[config.mk]
export PLATFORM = sky130hd
export DESIGN_NAME = delay_channel
export DESIGN_NICKNAME = d
export VERILOG_FILES = /design/src/pd_pkg.sv /design/src/pulse_delay.sv /design/src/delay_channel.sv
export VERILOG_INCLUDE_DIRS = /design/src
export SDC_FILE = /design/constraint.sdc
export NUM_CORES = 1
export LEC_CHECK = 0
export BUFFER_PORTS_ARGS = -buffer_cell sky130_fd_sc_hd__buf_2
export CAP_MARGIN = 20
export CORE_MARGIN = 5
export CORE_UTILIZATION = 45
export CTS_CLUSTER_DIAMETER = 40
export DETAILED_ROUTE_END_ITERATION = 16
export PLACE_DENSITY = 0.83
export RECOVER_POWER = 25
export SKIP_LAST_GASP = 1
export SLEW_MARGIN = 40
export SYNTH_ARGS = -nofsm -noshare
export SYNTH_HDL_FRONTEND = slang
export SYNTH_HIERARCHICAL = 1
export SYNTH_SLANG_ARGS = --single-unit
[constraint.sdc]
create_clock -name clk -period 4.7 [get_ports clk]
set_clock_uncertainty 0.1 [all_clocks]
set_input_delay 0.47 -clock clk [delete_from_list [all_inputs] [get_ports clk]]
set_output_delay 0.47 -clock clk [all_outputs]
set_load 0.005 [all_outputs]
[src/pd_macros.svh]
// Trigger delay unit parameters.
// Channel count and the widths of delay, channel index and timestamp.
`ifndef PD_MACROS_SVH
`define PD_MACROS_SVH

// four peer channels share one event stream.
`define PD_NUM_CHANNELS 4

`define PD_DELAY_BITS 8
`define PD_CHAN_BITS 2

// timestamp wraps modulo 2^16.
`define PD_STAMP_BITS 16

`endif

[src/pd_pkg.sv]
// Trigger delay unit types.
// Width typedefs, the configuration write and event record structs, the timer states.
`include "pd_macros.svh"

package pd_pkg;

  typedef logic [`PD_DELAY_BITS-1:0] delay_t;   // delay in cycles.
  typedef logic [`PD_CHAN_BITS-1:0]  chan_id_t; // channel index.
  typedef logic [`PD_STAMP_BITS-1:0] stamp_t;   // free-running cycle stamp.

  // one configuration register write.
  typedef struct packed {
    chan_id_t chan;
    delay_t   delay;
  } cfg_wr_t;

  // one fired pulse as seen on the event stream.
  typedef struct packed {
    chan_id_t chan;
    stamp_t   stamp;
  } event_rec_t;

  typedef enum logic {PD_IDLE, PD_WAIT} pd_state_t;

endpackage

[src/pulse_delay.sv]
// Retriggerable delay timer.
// Emits one registered pulse delay+1 cycles after the last accepted trigger.
`timescale 1ns/1ps

module pulse_delay import pd_pkg::*; (
  input  logic   clk,
  input  logic   rst,
  input  delay_t delay,
  input  logic   in_pls,
  output logic   out_pls
);

  pd_state_t state;
  delay_t    count;

  logic expire;

  assign expire = (state == PD_WAIT) && (count == delay_t'(1)); // last waiting cycle.

  always_ff @(posedge clk) begin
    if (rst) begin
      state   <= PD_IDLE;
      count   <= '0;
      out_pls <= 1'b0;
    end else begin
      if (in_pls) begin
        // a new trigger always replaces the pending schedule.
        count   <= delay;
        out_pls <= (delay == '0);
        state   <= (delay == '0) ? PD_IDLE : PD_WAIT;
      end else if (state == PD_WAIT) begin
        count   <= count - delay_t'(1);
        out_pls <= expire;
        if (expire) begin
          state <= PD_IDLE;
        end
      end else begin
        out_pls <= 1'b0;
      end
    end
  end

endmodule

[src/delay_channel.sv]
// One trigger delay channel.
// Timer, stamp capture into a one-entry record register and a sticky drop flag.
`timescale 1ns/1ps

module delay_channel import pd_pkg::*; #(
  parameter int chan_index = 0
) (
  input  logic       clk,
  input  logic       rst,
  input  delay_t     delay,
  input  stamp_t     stamp,
  input  logic       trig,
  output logic       pls,
  output logic       rec_valid,
  output event_rec_t rec,
  input  logic       rec_grant,
  output logic       drop
);

  stamp_t rec_stamp;
  logic   taken;
  logic   capture;

  pulse_delay u_timer (
    .clk     (clk),
    .rst     (rst),
    .delay   (delay),
    .in_pls  (trig),
    .out_pls (pls)
  );

  assign taken   = rec_valid && rec_grant;        // record leaves this cycle.
  assign capture = pls && (!rec_valid || taken);  // room for the new record.

  always_ff @(posedge clk) begin
    if (rst) begin
      rec_valid <= 1'b0;
      drop      <= 1'b0;
    end else begin
      if (capture) begin
        rec_valid <= 1'b1;
      end else if (taken) begin
        rec_valid <= 1'b0;
      end
      // holding register still full, so this firing is lost
      if (pls && !capture) begin
        drop <= 1'b1;
      end
    end
  end

  always_ff @(posedge clk) begin
    if (capture) begin
      rec_stamp <= stamp;
    end
  end

  assign rec.chan  = chan_id_t'(chan_index);
  assign rec.stamp = rec_stamp;

endmodule

## Yosys cells after proc, flatten, opt, wreduce, memory -nomap -nowiden

Index checks and enable logic that the tools add are counted.

| storage, ports and cells | value |
|---|---|
| output and inout bits | 21 |
| bits in registers | 28 |
| logic and storage cells | 28 |

| cells by class | value |
|---|---|
| equal/unequal tests | 1 |
| muxes and demuxes | 10 |
| reduce and logical (&&, ||, !) cells | 10 |
| add/sub/neg operators | 1 |

Operator list:

| operator | number |
|---|---|
| $mux W8 | 2 |
| $eq A8 B1 Y1 const B | 1 |
| $logic_not A8 Y1 | 1 |
| $mux W1 | 8 |
| $sub A8 B1 Y8 const B | 1 |
| $logic_and A1 B1 Y1 | 4 |
| $reduce_bool A2 Y1 | 2 |
| $logic_not A1 Y1 | 2 |
| $logic_or A1 B1 Y1 | 1 |

## Longest topological paths before layout

| depth | value |
|---|---|
| depth in word-level cells | 5 |
| gate-level depth with buffers | 5 |
| gate-level depth less buffers | 5 |

## Modules after synthesis

Netlist, hierarchy kept.

Modules (own cells, without submodules):

| module | instances | sequential area each (um^2) | area an instance (um^2) | cells each |
|---|---|---|---|---|
| delay_channel | 1 | 520.5 | 588.1 | 27 |
| pulse_delay | 1 | 200.2 | 531.8 | 62 |

## Worst setup path before layout

OpenSTA, ideal clock, no wires.

| timing | value |
|---|---|
| kind | register to register |
| from | reg u_timer.count[2] |
| to | reg u_timer.count[7] |
| path slack | 2.945 ns |
| clock period less this slack | 1.755 ns |
| library setup time | 0.091 ns |
| required time | 4.509 ns |
| buffers on the path | 0 |
| stages on the path, launching flop included | 4 |
| arrival | 1.564 ns |
| path through | dfxtp_1 > or4_4 > or4_1 > a311oi_1 |

| between the ends | value |
|---|---|
| longest elaborated chain between the ends | 3 |

Ends and longest elaborated chain:

| item | line | RTL |
|---|---|---|
| start, declared | pulse_delay.sv:14 | `delay_t count;` |
| start signal, assigned | pulse_delay.sv:28 | `count <= delay;` |
| start signal, assigned | pulse_delay.sv:32 | `count <= count - delay_t'(1);` |
| $sub A8 B1 Y8 | pulse_delay.sv:32 |  |
| $mux W8 | pulse_delay.sv:31 | `end else if (state == PD_WAIT) begin` |
| $mux W8 | pulse_delay.sv:26 | `if (in_pls) begin` |

Every way passes these cells. The select of a mux whose other input is x is not followed.
A chain may end at the register's enable or synchronous reset.

## Worst setup path in the final report

Same ends and word-level chain as after synthesis.

==> impl_metrics.toml <==
[outcome]
status = "complete, no violations"

[worst_setup_path]
path_class = "reg2reg"
r2r-start = "u_timer/count[2]$_SDFFE_PP0P_"
crit_required_ps = 4830
critical_path_buf_inv_count = 0
critPathArrivalTime_ps = 1990
critical-path-max-stage-delay_ps = 540
crit_path_top_delay_cell = "or4_4"
cp_top_family = "simple AND/OR/NAND/NOR gates"
cp-start-kind = "register"
crit_path_cell_trace = "or4_4 -> or4_1 -> a311oi_1"
endpoint_kind = "register"
r2r_setup_slack_ps = 2840
cp_max_fo = 8
critPathLaunch = "u_timer/count[2]$_SDFFE_PP0P_"

[drt]
viasPerCell = 5.15
wire_per_inst_um = 13.6
drt-initial-drc-count = 10
first_pass_iters = 4
wl_um = 2260
drc = 0
antenna_left = 0
routed-via-count = 855

[timing]
clock.fmax_mhz = 538
setup_viol = 0
fin_setup_tns_ps = 0
slew_violations = 0
fin_crit_ps = 1860
setup_ws_ps = 2840
whs_ps = 223
rsz0062_at_grt = "no"
hold_violations = 0
period_share_pct = 39.5

[synth]
async_flop_share_pct = 0
yosysSeqAreaShare_pct = 64.4
synthesis.area_um2 = 1120
syn_inst = 89
synth-edff-count = 16
avgSynthCellArea_um2 = 12.6
dominantRegCellSynth = "edfxtp_1"
synth_cell_type_count = 35
ys_ff_latch = 28
yosys_warnings = 6

[floorplanning]
die_h_um = 59.9
rows = 18
floorplan.initialDensity_pct = 46.0
ioPinCount = 49
core_area_um2 = 2430
die_area_um2 = 3590
die_x_um = 59.9

[place]
place_hpwl_um = 1820
dp_slack_ps = 2840
numPortBuffers = 46
dp.cells = 162
place_congestion = 0.822

[global_routing]
grt_max_degree = 17
first_global_vias = 786
track_usage_pct = 13.2
antenna_found_initial = 0
gr-total-overflow = 0
grt_pass1_wl_um = 3440

[finish]
antenna_cells = 0
final_cells = 166
final_cell_mix = "buf_2, edfxtp_1, dfxtp_1"
syn2layout_area_growth_pct = 24.6
final_common_cell = "buf_2"
fillCellCount = 218
drive_gt1_share_pct = 42.6
fin_nets = 167

[power]
power_leakage_nw = 0.577
power.total_uw = 410
cellPowerDensity_nw_per_um2 = 294
vdd_drop_max_mv = 0.240

[clock_network]
clk_pin_slew_ps = 130
cts_root_buf = "clkbuf_4"
cts_max_path_buffers = 2
cts_hold_buf = 0
cts_max_level = 1
cts_buffers = 3
post-cts-setup-buffers = 0
cts_tree = "built"
clkSinkCount = 28
insertion_delay_ps = 310
ctsResizeCount = 0

[run]
max_cap_viol_count = 0

[min_path]
min-delay-start = "stamp[1]"
min_path_type = "in2reg"
[synthesized netlist by cell type, drive strengths merged (2+ instances only)]
cell type,n,area share (%)
xor2,2,1.6
dfxtp,12,21
o21ai,3,1.3
nand2,5,1.7
nor2,5,1.7
or4,3,2.5
nor4,2,1.1
or3,4,2.6
ha,2,2.2
a21oi,4,1.8
nand2b,2,1.8
inv,5,1.7
buf,3,1.7
o31ai,3,2.5
edfxtp,16,43
a311oi,5,3.9
[per-stage QoR]
| step | util (%) | area [µm²] |
|---|---|---|
| 4_1_cts | 57.4 | 1400 |
| 3_5_place_dp | 56.3 | 1370 |
| 3_3_place_gp | 56.3 | 1370 |
| 5_1_grt | 57.4 | 1400 |
| 2_1_floorplan | - | 1120 |
| 6_report | 57.4 | 1400 |
[routing by layer]
layer	track usage (%)	share of wire (%)	up-vias
met5	0	0	-
met4	4.75	1.4	0
met3	3.89	13	4
met2	21.1	42	45
met1	16.7	43	380
li1	-	-	426
[worst paths after layout]
path	end	cells past startpoint
setup / recovery	u_timer/count[7]$_SDFFE_PP0P_	3
hold / removal	rec_stamp[1]$_DFFE_PP_	1
setup reg to reg	u_timer/count[7]$_SDFFE_PP0P_	3
hold reg to reg	drop$_SDFFE_PP0P_	2
[flip-flops by register name, summed over array words and instances, names as in the netlist]
register,cells
rec_stamp,16
u_timer/count,8
drop,1
rec_valid,1
u_timer/out_pls,1
u_timer/state,1
[area by class of cell]
class,instances,area (µm²),area share (%)
Multi-Input combinational cell,53,362,25.9
Timing Repair Buffer,46,230,16.5
Inverter,5,18.8,1.35
Sequential cell,28,721,51.7
Clock buffer,4,26.3,1.88
Tap cell,30,37.5,2.69
[cell families after synthesis]
logic type | Yosys count | synth area share (%)
AND/OR/NAND/NOR | 28 | 15.4
flip-flops | 28 | 64.4
AO/OA/AOI/OAI | 19 | 12.4
buffers and inverters | 9 | 3.69
XOR/XNOR | 2 | 1.56
adder cells (fa/ha/maj) | 2 | 2.23
other | 1 | 0.335
[report_power, final]
| group | switching, mW | internal [mW] |
|---|---|---|
| clock network | 0.0617 | 0.0332 |
| registers | 0.00773 | 0.265 |
| logic | 0.0205 | 0.0218 |
| total | 0.0899 | 0.320 |
Power figures use the tool's default switching activity.
