<file path="src/pd_macros.svh">
// Trigger delay unit parameters.
// Channel count and the widths of delay, channel index and timestamp.
`ifndef PD_MACROS_SVH
`define PD_MACROS_SVH

// four peer channels share one event stream.
`define PD_NUM_CHANNELS 4

`define PD_DELAY_BITS 8
`define PD_CHAN_BITS 2

// timestamp wraps modulo 2^16.
`define PD_STAMP_BITS 16

`endif

</file>
<file path="src/pd_pkg.sv">
// Trigger delay unit types.
// Width typedefs, the configuration write and event record structs, the timer states.
`include "pd_macros.svh"

package pd_pkg;

  typedef logic [`PD_DELAY_BITS-1:0] delay_t;   // delay in cycles.
  typedef logic [`PD_CHAN_BITS-1:0]  chan_id_t; // channel index.
  typedef logic [`PD_STAMP_BITS-1:0] stamp_t;   // free-running cycle stamp.

  // one configuration register write.
  typedef struct packed {
    chan_id_t chan;
    delay_t   delay;
  } cfg_wr_t;

  // one fired pulse as seen on the event stream.
  typedef struct packed {
    chan_id_t chan;
    stamp_t   stamp;
  } event_rec_t;

  typedef enum logic {PD_IDLE, PD_WAIT} pd_state_t;

endpackage

</file>
<file path="src/trigger_ctrl.sv">
// Trigger delay control block.
// Per-channel delay registers from configuration writes, and the shared timestamp counter.
`timescale 1ns/1ps
`include "pd_macros.svh"

module trigger_ctrl import pd_pkg::*; (
  input  logic                              clk,
  input  logic                              rst,
  input  logic                              cfg_valid,
  input  cfg_wr_t                           cfg,
  output delay_t [`PD_NUM_CHANNELS-1:0]     delays,
  output stamp_t                            stamp
);

  // writes land at the edge and are seen from the next cycle.
  always_ff @(posedge clk) begin
    if (rst) begin
      delays <= '0;
    end else begin
      for (int c = 0; c < `PD_NUM_CHANNELS; c++) begin
        if (cfg_valid && (cfg.chan == chan_id_t'(c))) begin
          delays[c] <= cfg.delay;
        end
      end
    end
  end

  always_ff @(posedge clk) begin
    if (rst) begin
      stamp <= '0;
    end else begin
      stamp <= stamp + stamp_t'(1); // wraps naturally.
    end
  end

endmodule

</file>
<file path="config.mk">
export PLATFORM = sky130hd
export DESIGN_NAME = trigger_ctrl
export DESIGN_NICKNAME = d
export VERILOG_FILES = /design/src/pd_pkg.sv /design/src/trigger_ctrl.sv
export VERILOG_INCLUDE_DIRS = /design/src
export SDC_FILE = /design/constraint.sdc
export NUM_CORES = 1
export LEC_CHECK = 0
export BUFFER_PORTS_ARGS = -buffer_cell sky130_fd_sc_hd__buf_2
export CAP_MARGIN = 20
export CORE_UTILIZATION = 49
export CTS_BUF_LIST = sky130_fd_sc_hd__clkbuf_4 sky130_fd_sc_hd__clkbuf_8 sky130_fd_sc_hd__clkbuf_16
export DETAILED_ROUTE_END_ITERATION = 10
export GPL_TIMING_DRIVEN = 0
export PLACE_DENSITY = 0.88
export SLEW_MARGIN = 10
export SYNTH_ARGS = -nofsm -noshare
export SYNTH_HDL_FRONTEND = slang
export SYNTH_SLANG_ARGS = --single-unit
</file>
<file path="constraint.sdc">
create_clock -name clk -period 1.85 [get_ports clk]
set_input_delay 0.185 -clock clk [delete_from_list [all_inputs] [get_ports clk]]
set_output_delay 0.185 -clock clk [all_outputs]
set_load 0.03 [all_outputs]
</file>
### Word level (Yosys, flattened, before mapping)

Cells that the tools add are included.

* input port bits: 13
* logic and storage cells: 14
* memories: 0
* register bits: 48
* output and inout port bits: 48
* ROM bits: 0
* latch bits: 0
* memory bits (writable): 0

* $mul: 0
* bitwise gates (word level): 0
* eq/ne operators: 3
* reduce and logical (&&, ||, !) cells: 5
* muxes and demuxes: 0
* magnitude comparators: 0
* shifts and indexed selects: 0
* divide/modulo/power cells: 0
* add/subtract/negate cells: 1

Operators by type and width (count)
* $add A16 B1 Y16 const B: 1
* $eq A2 B2 Y1 const B: 2
* $logic_and A1 B1 Y1: 4
* $eq A2 B1 Y1 const B: 1
* $logic_not A2 Y1: 1

### Logic depth before layout (Yosys ltp)

Gate-level depths: netlist of run 1.

* depth after elaboration: 2
* gate-level depth with buffers: 5
* mapped depth without buffers: 5

### Worst setup path before layout of run 1

No wires, ideal clock.

* kind: register to register
* start point: register stamp[0]
* end point: register stamp[14]
* arrival time: 1.447 ns
* path buffers: 0
* clock period less this slack: 1.575 ns
* setup slack: 0.275 ns
* required time: 1.722 ns
* setup time: 0.128 ns
* stages on the path, launching flop included: 6
* cells stage by stage: dfxtp_1 -> ha_1 -> nand4_2 -> nor4_2 -> xnor2_1 -> nor2_1

* word-level cells in the longest chain between the ends: 1

RTL lines
* start: declaration: RTL line trigger_ctrl.sv:12 `output stamp_t stamp`
* start signal: assignment: RTL line trigger_ctrl.sv:32 `stamp <= stamp + stamp_t'(1);`
* $add A16 B1 Y16: RTL line trigger_ctrl.sv:32

No other way between the ends.
A chain may end at the register's enable or synchronous reset.

### Final worst setup path of run 1

* start point: register stamp[0]
* end point: register stamp[8]

The elaborated chain is that of the path after synthesis.

==> results of run 1 <==
-- path summary, 6_finish.rpt --
check                            endpoint  slack (ns)  cells past startpoint
hold / removal    delays[22]$_SDFFE_PP0P_        0.17                      3
setup reg to reg      stamp[8]$_SDFF_PP0_        0.36                      4
hold reg to reg    delays[8]$_SDFFE_PP0P_        0.49                      2
setup / recovery      stamp[8]$_SDFF_PP0_        0.36                      4
-- power groups by stage --
stage | sequential [W] | clock, W | combinational [W]
4_1_cts | 0.00108 | 0.000665 | 0.000199
6_report | 0.00108 | 0.000647 | 0.000197
5_1_grt | 0.00108 | 0.000702 | 0.000213
2_1_floorplan | 0.00116 | 0 | 0.0000732
3_5_place_dp | 0.00110 | 0 | 0.000198
3_3_place_gp | 0.00110 | 0 | 0.000195
-- per-stage QoR --
| step | hold WS, ns | power [W] | std cells |
|---|---|---|---|
| 3_5_place_dp | 0.477 | 0.00130 | 288 |
| 3_3_place_gp | 0.467 | 0.00130 | 288 |
| 2_1_floorplan | 0.329 | 0.00123 | 183 |
| 6_report | 0.171 | 0.00192 | 296 |
| 4_1_cts | 0.167 | 0.00194 | 296 |
| 5_1_grt | 0.179 | 0.00200 | 296 |
-- layout make-up --
class | count | area [sq um]
plain buffers | 8 | 33.8
flip-flops and latches | 48 | 961
well taps | 46 | 57.6
fillers | 289 | 1170
clock buffers | 8 | 97.6
multi-input cells | 122 | 833
inverters | 5 | 18.8
repair buffers | 59 | 295
-- flip-flops by register name (all words and copies together), names as in the netlist --
| name | cells |
|---|---|
| delays | 32 |
| stamp | 16 |
-- per-layer routing --
metal	vias up	track usage	part of all wire
li1	742	-	-
met1	673	0.235	0.43
met2	38	0.370	0.50
met3	5	0.0453	0.046
met4	0	0.102	0.018
met5	-	0	0
-- cell usage after synthesis --
| library cell | instances |
|---|---|
| nor2_1 | 47 |
| or3_1 | 1 |
| a21oi_1 | 2 |
| nand4_2 | 2 |
| nand4_4 | 1 |
| nand4_1 | 1 |
| xnor2_1 | 11 |
| buf_2 | 3 |
| nand2_1 | 3 |
| nor4_2 | 3 |
| nand3b_1 | 2 |
| nor2b_1 | 1 |
| ha_1 | 1 |
| clkbuf_1 | 4 |
| nor3b_1 | 1 |
| mux2i_1 | 32 |
| a21o_1 | 1 |
| xor2_1 | 1 |
| nand3_1 | 6 |
| o21ai_1 | 1 |
| buf_1 | 1 |
| dfxtp_1 | 48 |
| nor3_1 | 4 |
| inv_1 | 4 |
| nor3_2 | 1 |
| inv_2 | 1 |
-- cells by family (layout without fill, tap and decap cells) --
logic type      Yosys count  after routing  share of synthesized area
xor+xnor                 12             12                     0.0569
fa+ha+maj                 1              1                    0.00677
buf+inv                  13             80                     0.0284
simple gates             73             73                      0.202
flops                    48             48                      0.520
mux                      32             32                      0.173
compound gates            4              4                     0.0122
-- critical path, delay by kind of cell (launching register included) --
| kind | cells | cell delay [ns] |
|---|---|---|
| flip-flops | 1 | 0.42 |
| AND/OR/NAND/NOR | 2 | 0.61 |
| AO/OA/AOI/OAI | 1 | 0.14 |
| adder cells (fa/ha/maj) | 1 | 0.25 |
==> out/metrics.cfg, run 1 <==
[floorplanning]
ios=61
row_count=21
die_w_microns=63.4
die_h_microns=63.4
initial_core_util=0.532
core_area_sq_um=3470
die-area_sq_um=4020

[power]
switching_power_w=0.000462
internal-power_w=0.00146
p_leak_nw=1.16
seqPwrFrac=0.562
power.density_nw_per_um2=838
comb_power_share=0.102
pwr-share-clk=0.336
ir_worst_vdd_mv=0.502
swShare=0.240

[finish]
fin_util=0.662
drive_gt1_frac=0.312
layout_commonest_cell=buf_2
final_net_count=263
antenna_cells=0
final_cell_mix=62 x buf_2, 48 x dfxtp_1, 47 x nor2_1
syn_to_final_growth_pct=24.4
design_area_sq_um=2300

[clock_network]
htreeDepth=2
clkLatencyLatePin_ns=0.29
holdBufCountCts=0
cts_tree=built
clock-sinks=48
clock_path_buffers=2
cts_buffers=5
cts_resized=0
path_clk_slew_ns=0.08
cts-root-buf=clkbuf_8
cts_setup_buffers=0

[worst_setup_path]
crit_fanout=6
critPathKind=flop to flop
r2r-start=stamp[0]$_SDFF_PP0_
startpoint=stamp[0]$_SDFF_PP0_
cp-end-kind=flop
start_kind=flop
cp_slowest_cell=dfxtp_1
cpPeakStageDelay_ns=0.42
cp_cell_sequence=ha_1, nand4_2, or3_1, a21oi_1
cp.arrival_ns=1.72
cp_data_required_time_ns=2.08

[grt]
grt_overflow=0
grt_max_degree=14
grt_pass1_vias=1422
grt_util_all_layers=0.209
grt_pass1_wl_mm=6.45
grt_antenna_before_repair=0

[detailed_routing]
via_per_inst=4.93
drtIter0Drc=60
drc=0
firstDrtPassIters=4
wirelength_mm=3.70
postRouteAntennaNets=0
vias=1458
wl_per_cell_microns=12.5

[sta]
finalSetupTns_ns=0
post-route-period-util=0.805
worstMarginPinSlew_ns=0.580
hold_viol_final=0
fin_crit_ns=1.49
setup_violations=0
fin_skew_ns=0.00345
max_slew_margin=0.612
rsz0062_at_grt=false
slew_viol_final=0
fmax_ghz=0.671
worst_slack_ns=0.360

[flow_run]
cap_violations=0

[place]
dp_slack_ns=0.364
hpwl_mm=2.74
gp_congestion=0.790
dpl-instance-area_sq_um=2200
io_buffers=59

[synthesis]
yosysWarnings=0
syn_inst=183
syn_area_per_cell_sq_um=10.1
synth_cell_types=26
synth_top_area_share=0.520
yosysTopAreaCell=dfxtp_1
ys_seq_elements=48
synth_area_sq_um=1850
synth_seq_area_share=0.520
yosys-top-cells-area=dfxtp_1 52%, mux2i_1 17%, nor2_1 9.6%
synth_nets=197

[worst_hold_path]
min_from=cfg[6]
hp-class=primary input to flop

[outcome]
status=finished, final reports clean

Note: power is estimated with default switching activity, not from simulation.
==> run 2, diff against run 1 <==
--- a/config.mk
+++ b/config.mk
@@ -6,13 +6,14 @@
 export SDC_FILE = /design/constraint.sdc
 export NUM_CORES = 1
 export LEC_CHECK = 0
+export ABC_AREA = 1
 export BUFFER_PORTS_ARGS = -buffer_cell sky130_fd_sc_hd__buf_2
 export CAP_MARGIN = 20
-export CORE_UTILIZATION = 49
+export CORE_UTILIZATION = 50
 export CTS_BUF_LIST = sky130_fd_sc_hd__clkbuf_4 sky130_fd_sc_hd__clkbuf_8 sky130_fd_sc_hd__clkbuf_16
 export DETAILED_ROUTE_END_ITERATION = 10
 export GPL_TIMING_DRIVEN = 0
-export PLACE_DENSITY = 0.88
+export PLACE_DENSITY = 0.89
 export SLEW_MARGIN = 10
 export SYNTH_ARGS = -nofsm -noshare
 export SYNTH_HDL_FRONTEND = slang
==> constraint.sdc (replaced) <==
create_clock -name clk -period 1.4 [get_ports clk]
set_input_delay 0.14 -clock clk [delete_from_list [all_inputs] [get_ports clk]]
set_output_delay 0.14 -clock clk [all_outputs]
set_load 0.03 [all_outputs]
==> run 2 against run 1 <==
  * Die area grew 2.0%
  * Fmax grew 17%
  * Core utilization shrank 0.66 points
  * Cell area grew 5.3%
  * Largest power group unchanged
  * Clock skew is essentially flat
  * Register-to-register slack lost 0.23 ns
  * Highest routed layer unchanged
==> out/metrics.cfg, run 2 <==
[clock_network]
path_clk_slew_ns=0.09  ; was 0.08 ns
clkLatencyLatePin_ns=0.30  ; was 0.29 ns
clock-sinks=48  ; unchanged
htreeDepth=2  ; unchanged
clock_path_buffers=2  ; unchanged
cts_tree=built  ; unchanged
cts-root-buf=clkbuf_8  ; unchanged
cts_buffers=5  ; unchanged

[detailed_routing]
drtIter0Drc=122  ; was 60
postRouteAntennaNets=0  ; unchanged
wirelength_mm=4.46  ; was 3.70 mm
wl_per_cell_microns=11.9  ; was 12.5 microns
via_per_inst=5.03  ; was 4.93
firstDrtPassIters=4  ; unchanged
drc=0  ; unchanged
vias=1882  ; was 1458

[synthesis]
yosysWarnings=0  ; unchanged
yosys-top-cells-area=dfxtp_1 50%, nor2_1 14%, o21ai_0 7.3%  ; was dfxtp_1 52%, mux2i_1 17%, nor2_1 9.6%
async_reset_ff_frac=0  ; unchanged
synth.most_common_cell=nor2_1  ; was dfxtp_1
synth_top_area_share=0.499  ; was 0.520
synthTopCellsByCount=74 x nor2_1, 48 x dfxtp_1, 37 x nand2_1  ; was 48 x dfxtp_1, 47 x nor2_1, 32 x mux2i_1
syn_area_per_cell_sq_um=7.49  ; was 10.1 sq um
synth_enable_flop_cells=0  ; unchanged
synth_area_sq_um=1920  ; was 1850 sq um
ys_seq_elements=48  ; unchanged
ys.flop_type=dfxtp_1  ; unchanged
syn_inst=257  ; was 183
synth_seq_area_share=0.499  ; was 0.520
yosysTopAreaCell=dfxtp_1  ; unchanged
synth_cell_types=23  ; was 26
synth_nets=271  ; was 197

[grt]
grt_pass1_vias=1723  ; was 1422
grt_use_met3=0.0536  ; was 0.0453
grt_util_all_layers=0.236  ; was 0.209
met1_usage=0.277  ; was 0.235
grt.met2_usage=0.404  ; was 0.370
grt_antenna_before_repair=0  ; unchanged
grt_max_degree=16  ; was 14
grt.busiest_layer=met2  ; unchanged
grt_overflow=0  ; unchanged
grt_pass1_wl_mm=7.40  ; was 6.45 mm

[power]
seqPwrFrac=0.524  ; was 0.562
switching_power_w=0.000718  ; was 0.000462 W
swShare=0.261  ; was 0.240
internal-power_w=0.00203  ; was 0.00146 W
power.density_nw_per_um2=1140  ; was 838 nW/um^2
ir_worst_vdd_mv=0.687  ; was 0.502 mV
p_leak_nw=1.18  ; was 1.16 nW
comb_power_share=0.116  ; was 0.102
pwr-share-clk=0.360  ; was 0.336

[finish]
final_net_count=339  ; was 263
final_cell_mix=73 x nor2_1, 61 x buf_2, 46 x dfxtp_1  ; was 62 x buf_2, 48 x dfxtp_1, 47 x nor2_1
antenna_cells=0  ; unchanged
fillCellCount=338  ; was 289
largest_reg_flops=32  ; unchanged
reg_top3=delays x32, stamp x16  ; unchanged
multi_input_area_sq_um=863  ; was 833 sq um
syn_to_final_growth_pct=25.7  ; was 24.4%
top_register=delays  ; unchanged
drive_gt1_frac=0.273  ; was 0.312
layout_commonest_cell=nor2_1  ; was buf_2
fin_util=0.656  ; was 0.662
ff_latch_area_sq_um=968  ; was 961 sq um

[floorplanning]
row_count=22  ; was 21
ios=61  ; unchanged
core_area_sq_um=3690  ; was 3470 sq um
die_h_microns=64.0  ; was 63.4 microns
die_w_microns=64.0  ; was 63.4 microns
initial_core_util=0.522  ; was 0.532
die-area_sq_um=4100  ; was 4020 sq um

[sta]
fin_skew_ns=0.00299  ; was 0.00345 ns
max_slew_margin=0.693  ; was 0.612
finalSetupTns_ns=0  ; unchanged
fin_crit_ns=1.27  ; was 1.49 ns
slew_viol_final=0  ; unchanged
setup_violations=0  ; unchanged
worstMarginPinSlew_ns=0.460  ; was 0.580 ns
fmax_ghz=0.786  ; was 0.671 GHz
rsz0062_at_grt=false  ; unchanged
worst_slack_ns=0.127  ; was 0.360 ns
post-route-period-util=0.909  ; was 0.805
hold_viol_final=0  ; unchanged

[place]
hpwl_mm=3.27  ; was 2.74 mm
dp_slack_ns=0.133  ; was 0.364 ns
io_buffers=60  ; was 59
gp_congestion=0.804  ; was 0.790

[worst_setup_path]
start_kind=flop  ; unchanged
critPathKind=flop to flop  ; unchanged
crit_fanout=5  ; was 6
cp.arrival_ns=1.47  ; was 1.72 ns
cp-end-kind=flop  ; unchanged
cp_data_required_time_ns=1.59  ; was 2.08 ns

[worst_hold_path]
hp-class=primary input to flop  ; unchanged

[flow_run]
cap_violations=0  ; unchanged

[outcome]
status=finished, final reports clean  ; unchanged

-- run 2: repair_timing --
action                                  in CTS  in global routing
setup buffers                                0                  1
hold buffers                                 0                  0
endpoints found under the setup margin       0                  1
resized for setup                            0                  4
-- run 2: layout make-up --
class / instances / area share
flip-flops and latches: 48 / 0.400
multi-input cells: 183 / 0.357
repair buffers: 61 / 0.127
inverters: 21 / 0.0347
clock buffers: 5 / 0.0285
well taps: 48 / 0.0248
clock inverters: 3 / 0.0176
plain buffers: 5 / 0.00983
-- run 2: power by group through the flow --
stage / Combinational, W / Sequential, W / Clock (W)
after floorplan: 0.000107 / 0.00157 / 0
after global placement: 0.000314 / 0.00147 / 0
after detailed placement: 0.000321 / 0.00147 / 0
after CTS: 0.000322 / 0.00144 / 0.00101
after global routing: 0.000349 / 0.00145 / 0.00107
final: 0.000320 / 0.00144 / 0.000989
-- run 2: metal layers --
metal,vias to the layer above,part of all wire
met5,-,0
met2,75,0.48
met4,0,0.014
li1,950,-
met3,8,0.071
met1,849,0.43
-- run 2: cells by family after synthesis --
logic type | synth area share
AND/OR/NAND/NOR | 0.304
flip-flops | 0.499
AO/OA/AOI/OAI | 0.125
buffers and inverters | 0.0559
XOR/XNOR | 0.00910
adder cells (fa/ha/maj) | 0.00650
-- run 2: final timing paths --
| kind | startpoint | endpoint | slack (ns) | cells after the start |
|---|---|---|---|---|
| worst min register to register | stamp[0]$_SDFF_PP0_ | stamp[0]$_SDFF_PP0_ | 0.45 | 1 |
| worst max register to register | stamp[0]$_SDFF_PP0_ | stamp[10]$_SDFF_PP0_ | 0.13 | 6 |
| worst max-delay path | stamp[0]$_SDFF_PP0_ | stamp[10]$_SDFF_PP0_ | 0.13 | 6 |
| worst min-delay path | rst | delays[31]$_SDFFE_PP0P_ | 0.05 | 2 |
-- run 2: critical path: stages, from the launching register on --
cell and delay [ns]:
dfxtp_4 0.37, ha_1 0.18, nand2_2 0.08, nor2_4 0.17, nand2_2 0.11, o21ai_0 0.19
a21oi_1 0.06
-- run 2: per-stage QoR --
step           total power [W]  area (sq um)  hold WS [ns]  std cells
4_1_cts                0.00277          2400        0.0510        373
3_3_place_gp           0.00179          2290         0.367        365
5_1_grt                0.00287          2420        0.0465        374
6_report               0.00275          2420        0.0532        374
2_1_floorplan          0.00168          1930         0.209        257
3_5_place_dp           0.00179          2290         0.369        365
